$ cat src/bw_mult_settings.svh
// operand, multiplier and product width macros for the Baugh-Wooley multiplier
`ifndef BW_MULT_SETTINGS_SVH
`define BW_MULT_SETTINGS_SVH

// Both operands are two's complement. The multiplicand width sets the
// width of every partial-product row and of the carry-save rows. The
// multiplier width sets how many rows the array has.
`define BW_X_WIDTH 16   // multiplicand, one column per bit

`define BW_Y_WIDTH 12   // multiplier, one partial-product row per bit

// a signed product never needs more than the sum of the operand widths
`define BW_P_WIDTH (`BW_X_WIDTH + `BW_Y_WIDTH)

`endif

$ cat src/bw_mult_pkg.sv
// vector types for operands, partial-product rows and matrix, array rows and product
`include "bw_mult_settings.svh"

package bw_mult_pkg;

   // operands as presented at the top level
   typedef logic signed [`BW_X_WIDTH-1:0] x_operand_t;
   typedef logic signed [`BW_Y_WIDTH-1:0] y_operand_t;

   // row i holds x & y[i] with the Baugh-Wooley inversions applied
   typedef logic [`BW_X_WIDTH-1:0] pp_row_t;

   typedef pp_row_t [`BW_Y_WIDTH-1:0] pp_matrix_t;   // row index is the multiplier bit

   typedef logic [`BW_X_WIDTH-1:0] csa_row_t;   // carry or sum row of the array

   typedef logic [`BW_Y_WIDTH-1:0] low_bits_t;   // one product bit retired per row

   typedef logic signed [`BW_P_WIDTH-1:0] product_t;

endpackage

$ cat src/bw_cpa.sv
// bw_cpa module, ripple carry-propagate adder, inverted sign carry and output register
`timescale 1ns/1ps
`include "bw_mult_settings.svh"

module bw_cpa
   import bw_mult_pkg::*;
(
   input  logic      clk,
   input  logic      reset,
   input  logic      stage1_valid,
   input  csa_row_t  carry_row,
   input  csa_row_t  sum_row,
   input  low_bits_t low_bits,
   output product_t  product,
   output logic      out_valid
);

   // Column k has weight Y+k. It adds carry bit k of the last array row to
   // sum bit k+1, since the sum row sits one column higher.
   logic [`BW_X_WIDTH-2:0] upper_sum;   // product bits Y to P-2
   logic [`BW_X_WIDTH-2:0] ripple;      // carry out of each column
   logic [`BW_X_WIDTH-2:0] prop;
   product_t               next_product;

   for (genvar k = 0; k < `BW_X_WIDTH - 1; k++) begin : g_col

      assign prop[k] = carry_row[k] ^ sum_row[k+1];

      if (k == 0) begin : g_ha
         assign upper_sum[k] = prop[k];
         assign ripple[k]    = carry_row[k] & sum_row[k+1];
      end else begin : g_fa
         assign upper_sum[k] = prop[k] ^ ripple[k-1];
         assign ripple[k]    = (carry_row[k] & sum_row[k+1]) | (ripple[k-1] & prop[k]);
      end

   end

   // inverting the last carry adds the Baugh-Wooley one at weight P-1
   assign next_product = {~ripple[`BW_X_WIDTH-2], upper_sum, low_bits};

   always_ff @(posedge clk) begin
      if (reset) begin
         out_valid <= 1'b0;
         product   <= '0;
      end else begin
         out_valid <= stage1_valid;
         if (stage1_valid) begin
            product <= next_product;   // holds the last result between valid strobes
         end
      end
   end

endmodule

$ cat src/bw_csa_array.sv
// bw_csa_array module, carry-save reduction rows with correction ones and stage-1 register
`timescale 1ns/1ps
`include "bw_mult_settings.svh"

module bw_csa_array
   import bw_mult_pkg::*;
(
   input  logic       clk,
   input  logic       reset,
   input  logic       in_valid,
   input  pp_matrix_t pp,
   output csa_row_t   carry_row,
   output csa_row_t   sum_row,
   output low_bits_t  low_bits,
   output logic       stage1_valid
);

   // sum_w[i][j] carries weight i+j and carry_w[i][j] weight i+j+1. The top
   // bit of each row enters the array unchanged as sum bit X-1, and so there
   // is never a carry out of that column.
   csa_row_t  sum_w   [1:`BW_Y_WIDTH-1];
   csa_row_t  carry_w [1:`BW_Y_WIDTH-1];
   low_bits_t low_w;

   assign low_w[0] = pp[0][0];   // weight 0 needs no addition

   for (genvar i = 1; i < `BW_Y_WIDTH; i++) begin : g_row

      assign sum_w[i][`BW_X_WIDTH-1]   = pp[i][`BW_X_WIDTH-1];
      assign carry_w[i][`BW_X_WIDTH-1] = 1'b0;

      for (genvar j = 0; j < `BW_X_WIDTH - 1; j++) begin : g_cell

         if (i == 1) begin : g_first
            // the first row adds pp rows 0 and 1 and puts the correction ones
            // at weights X-1 and Y-1, which are columns X-2 and Y-2 here
            if (j == `BW_X_WIDTH - 2 || j == `BW_Y_WIDTH - 2) begin : g_fa_one
               assign sum_w[i][j]   = ~(pp[1][j] ^ pp[0][j+1]);   // full adder with cin of 1
               assign carry_w[i][j] = pp[1][j] | pp[0][j+1];
            end else begin : g_ha
               assign sum_w[i][j]   = pp[1][j] ^ pp[0][j+1];
               assign carry_w[i][j] = pp[1][j] & pp[0][j+1];
            end
         end else begin : g_fa
            logic a;
            logic b;
            logic c;

            assign a = pp[i][j];
            assign b = sum_w[i-1][j+1];   // sum of the row above, shifted down one column
            assign c = carry_w[i-1][j];

            assign sum_w[i][j]   = a ^ b ^ c;
            assign carry_w[i][j] = (a & b) | (c & (a ^ b));
         end

      end

      assign low_w[i] = sum_w[i][0];   // lowest sum bit of each row is final

   end

   always_ff @(posedge clk) begin
      if (reset) begin
         stage1_valid <= 1'b0;
      end else begin
         stage1_valid <= in_valid;
      end
   end

   // payload holds its value while no operand pair is presented
   always_ff @(posedge clk) begin
      if (in_valid) begin
         carry_row <= carry_w[`BW_Y_WIDTH-1];
         sum_row   <= sum_w[`BW_Y_WIDTH-1];
         low_bits  <= low_w;
      end
   end

endmodule

$ cat src/bw_mult.sv
// bw_mult module, top level of the two-stage pipelined Baugh-Wooley multiplier
`timescale 1ns/1ps
`include "bw_mult_settings.svh"

module bw_mult
   import bw_mult_pkg::*;
(
   input  logic       clk,
   input  logic       reset,
   input  logic       in_valid,
   input  x_operand_t x,
   input  y_operand_t y,
   output product_t   product,
   output logic       out_valid
);

   pp_matrix_t pp;
   csa_row_t   carry_row;
   csa_row_t   sum_row;
   low_bits_t  low_bits;
   logic       stage1_valid;

   bw_pp_gen u_pp_gen (
      .x  (x),
      .y  (y),
      .pp (pp)
   );

   // stage 1 registers the rows left at the bottom of the array
   bw_csa_array u_csa_array (
      .clk          (clk),
      .reset        (reset),
      .in_valid     (in_valid),
      .pp           (pp),
      .carry_row    (carry_row),
      .sum_row      (sum_row),
      .low_bits     (low_bits),
      .stage1_valid (stage1_valid)
   );

   // stage 2 registers the finished product
   bw_cpa u_cpa (
      .clk          (clk),
      .reset        (reset),
      .stage1_valid (stage1_valid),
      .carry_row    (carry_row),
      .sum_row      (sum_row),
      .low_bits     (low_bits),
      .product      (product),
      .out_valid    (out_valid)
   );

endmodule

$ cat src/bw_pp_gen.sv
// bw_pp_gen module, Baugh-Wooley partial-product matrix with sign-bit inversion
`timescale 1ns/1ps
`include "bw_mult_settings.svh"

module bw_pp_gen
   import bw_mult_pkg::*;
(
   input  x_operand_t x,
   input  y_operand_t y,
   output pp_matrix_t pp
);

   // Marks every bit that pairs exactly one sign bit with a magnitude bit.
   // The sign-by-sign bit pairs two sign bits and so stays clear.
   function automatic pp_matrix_t sign_mask();
      pp_matrix_t mask;
      mask = '0;
      for (int i = 0; i < `BW_Y_WIDTH - 1; i++) begin
         mask[i][`BW_X_WIDTH-1] = 1'b1;   // x sign against a magnitude bit of y
      end
      mask[`BW_Y_WIDTH-1][`BW_X_WIDTH-2:0] = '1;   // y sign against magnitude bits of x
      return mask;
   endfunction

   localparam pp_matrix_t SIGN_MASK = sign_mask();

   pp_matrix_t and_terms;

   for (genvar i = 0; i < `BW_Y_WIDTH; i++) begin : g_row
      assign and_terms[i] = x & {`BW_X_WIDTH{y[i]}};   // one row per multiplier bit
   end

   assign pp = and_terms ^ SIGN_MASK;   // xor with a set mask bit turns the and into a nand

endmodule
$ cat config.mk
export PLATFORM = sky130hd
export DESIGN_NAME = bw_mult
export DESIGN_NICKNAME = d
export VERILOG_FILES = /design/src/bw_mult_pkg.sv /design/src/bw_cpa.sv /design/src/bw_csa_array.sv /design/src/bw_mult.sv /design/src/bw_pp_gen.sv
export VERILOG_INCLUDE_DIRS = /design/src
export SDC_FILE = /design/constraint.sdc
export NUM_CORES = 1
export LEC_CHECK = 0
export BUFFER_PORTS_ARGS = -buffer_cell sky130_fd_sc_hd__buf_4
export CORE_MARGIN = 5
export CORE_UTILIZATION = 60
export CTS_CLUSTER_SIZE = 12
export DETAILED_ROUTE_END_ITERATION = 10
export PLACE_DENSITY = 0.91
export SETUP_SLACK_MARGIN = 0.2
export SYNTH_ARGS = -nofsm -noshare
export SYNTH_HDL_FRONTEND = slang
export SYNTH_SLANG_ARGS = --single-unit
export TNS_END_PERCENT = 100
$ cat constraint.sdc
create_clock -name clk -period 9 [get_ports clk]
set_input_delay 1.8 -clock clk [delete_from_list [all_inputs] [get_ports clk]]
set_output_delay 1.8 -clock clk [all_outputs]
set_load 0.01 [all_outputs]
==> flow_summary.ini <==
[status]
status = finished, final reports clean

[detailed_routing]
drtAntennaViolNets = 0
dr.pass1.iters = 4
vias = 4251
drcViolationCount = 0
routed_wl_mm = 12.1
wl_per_cell_um = 15.3
viasPerCell = 5.37
drt-initial-drc-count = 178

[pwr]
power_mw = 3.00
p_leak_nw = 3.14
ir_worst_vdd_uv = 212
cellPowerDensity_mw_per_mm2 = 385

[final_layout]
diodes = 0
final_cells = 791
drive_above_1_share_pct = 11.7
ff_latch_area_mm2 = 0.00186
final_util_pct = 67.7
multi_input_area_mm2 = 0.00475
design_area_mm2 = 0.00779
syn_to_final_growth_pct = 9.86
nFillCells = 838
nets = 854

[global_route]
grt_pass1_wl_mm = 21.7
grt_max_degree = 44
grt_pass1_vias = 4811
gr-total-overflow = 0
antenna_found_initial = 0
track_usage_pct = 19.1

[synth]
syn_nets = 818
yosysSeqAreaShare_pct = 26.2
synth-edff-count = 42
yosys.area.top_type_share_pct = 46.3
netlist_instances = 607
ys_top_cells_by_area = fa_1, edfxtp_1, dfxtp_1
yosysUniqueCellTypes = 15
syn_area_mm2 = 0.00709
yosys_most_used_dff = edfxtp_1
yosysWarnings = 0
ys_ff_latch = 72
ys_top_cells_by_count = fa_1, nand2_1, inv_1, and2_1, edfxtp_1
yosysMostFrequentCell = fa_1
ys_async_sr_fraction_pct = 0
syn_avg_cell_area_um2 = 11.7
synth_top_cell_by_area = fa_1

[critical_path]
path_class = in -> reg
crit_required_ns = 9.10
cpPeakStageDelay_ns = 0.58
cp_cell_sequence = buf_4, and2_1, ha_1, inv_1, fa_1, fa_1, fa_1, fa_1, fa_1, fa_1, fa_1, fa_1, fa_1, fa_1, inv_1
crit_fanout = 12
worstPathArrival_ns = 7.52
start_kind = primary input
path_common_cell = fa_1
endpoint_kind = flip-flop
cp_slowest_cell = fa_1

[floorplan]
core_area_mm2 = 0.0115
rows = 39
fp.dieW_um = 119
io_pins = 60
die_area_mm2 = 0.0141
start_util_pct = 61.6
die_h_um = 119

[clock_tree]
ctsHtreeMaxLevel = 3
cts_tree = built
cts_setup_buffers = 0
ctsHoldBuffers = 0
clk_pin_slew_ns = 0.05
cts_inserted_buffers = 9
root_buffer = clkbuf_16
cts_sinks = 72
cts_resized = 0
cts.path.max_buffers = 2
insertion_delay_ns = 0.33

[place]
io_buffers = 59
place_area_mm2 = 0.00750
dp_hpwl_mm = 9.98
dp_cells = 775
dp_slack_ns = 1.22
gp_congestion = 0.815

[sta]
skew_ns = 0.00493
finalMaxSlewViolations = 0
timing.fmax_ghz = 0.135
timing.hold.ws_ns = 0.485
timing.final.crit_share_pct = 82.5
layout_setup_ws_ns = 1.57
setup_tns_ns = 0
fin_crit_ns = 7.43
slew_headroom_pct = 47.6
finalSetupViolCount = 0
finalHoldViolations = 0
worst_pin_slew_ns = 0.785
rsz0062_at_grt = false

[hold_path]
hold_path.class = reg -> reg

[run]
drv_cap = 0
## per-layer routing
layer	vias to the layer above	global-route usage (%)	share of wire (%)
met4	0	5.79	1.8
met3	22	3.92	4.6
met1	2249	21.4	35
met2	95	36.3	59
met5	-	0	0
li1	1885	-	-
## area by class of cell
| type | instances | area share [%] |
|---|---|---|
| clock inverters | 6 | 0.771 |
| flip-flops and latches | 72 | 23.9 |
| clock buffers | 10 | 2.94 |
| multi-input cells | 430 | 61.0 |
| repair buffers | 60 | 5.78 |
| inverters | 70 | 3.37 |
| well taps | 143 | 2.30 |
## layout by cell type (no fill, tap or decap), drive strengths merged
master	netlist	layout
edfxtp	42	42
a211oi	2	2
dfxtp	30	30
bufinv	0	1
clkinvlp	0	1
nor2	28	28
ha	16	16
clkbuf	6	10
nor2b	2	2
buf	29	60
inv	70	70
mux2i	26	26
nand2	135	135
and2	57	57
fa	164	164
clkinv	0	4
## kinds of logic (layout without fill, tap and decap cells)
logic type               after synthesis  after routing  synth area share [%]
buffers and inverters                105            146                  6.79
AND/OR/NAND/NOR                      222            222                  13.8
adder cells (fa/ha/maj)              180            180                  49.1
AO/OA/AOI/OAI                          2              2                 0.353
multiplexers                          26             26                  3.67
flip-flops                            72             72                  26.2
## report_power, final
group / internal (mW) / switching, mW / total [mW] / leakage (nW)
clock network: 0.213 / 0.127 / 0.340 / 0.140
logic: 0.931 / 1.02 / 1.96 / 2.35
registers: 0.644 / 0.0599 / 0.704 / 0.657
total: 1.79 / 1.21 / 3.00 / 3.14
## final timing paths
path,slack [ns],endpoint,cells past startpoint,start
worst min register to register,0.49,u_cpa.product[10],2,u_csa_array.low_bits[10]
worst max-delay path,1.57,u_csa_array.sum_row[1],15,x[11]
worst max register to register,2.65,u_cpa.product[26],19,u_csa_array.carry_row[0]
worst min-delay path,0.49,u_cpa.product[10],2,u_csa_array.low_bits[10]
## critical path: cells and delay by family
family / cells / cell delay [ns]
buffers and inverters: 3 / 0.25
AND/OR/NAND/NOR: 1 / 0.17
adder cells (fa/ha/maj): 11 / 5.28
## sequential cells by signal, indices dropped and copies added (netlist names)
register and count:
u_csa_array.low_bits 11, u_csa_array.stage1_valid 1, u_cpa.out_valid 1, u_cpa.product 28
u_csa_array.carry_row 15, u_csa_array.sum_row 16
(Power assumes the default switching activity.)
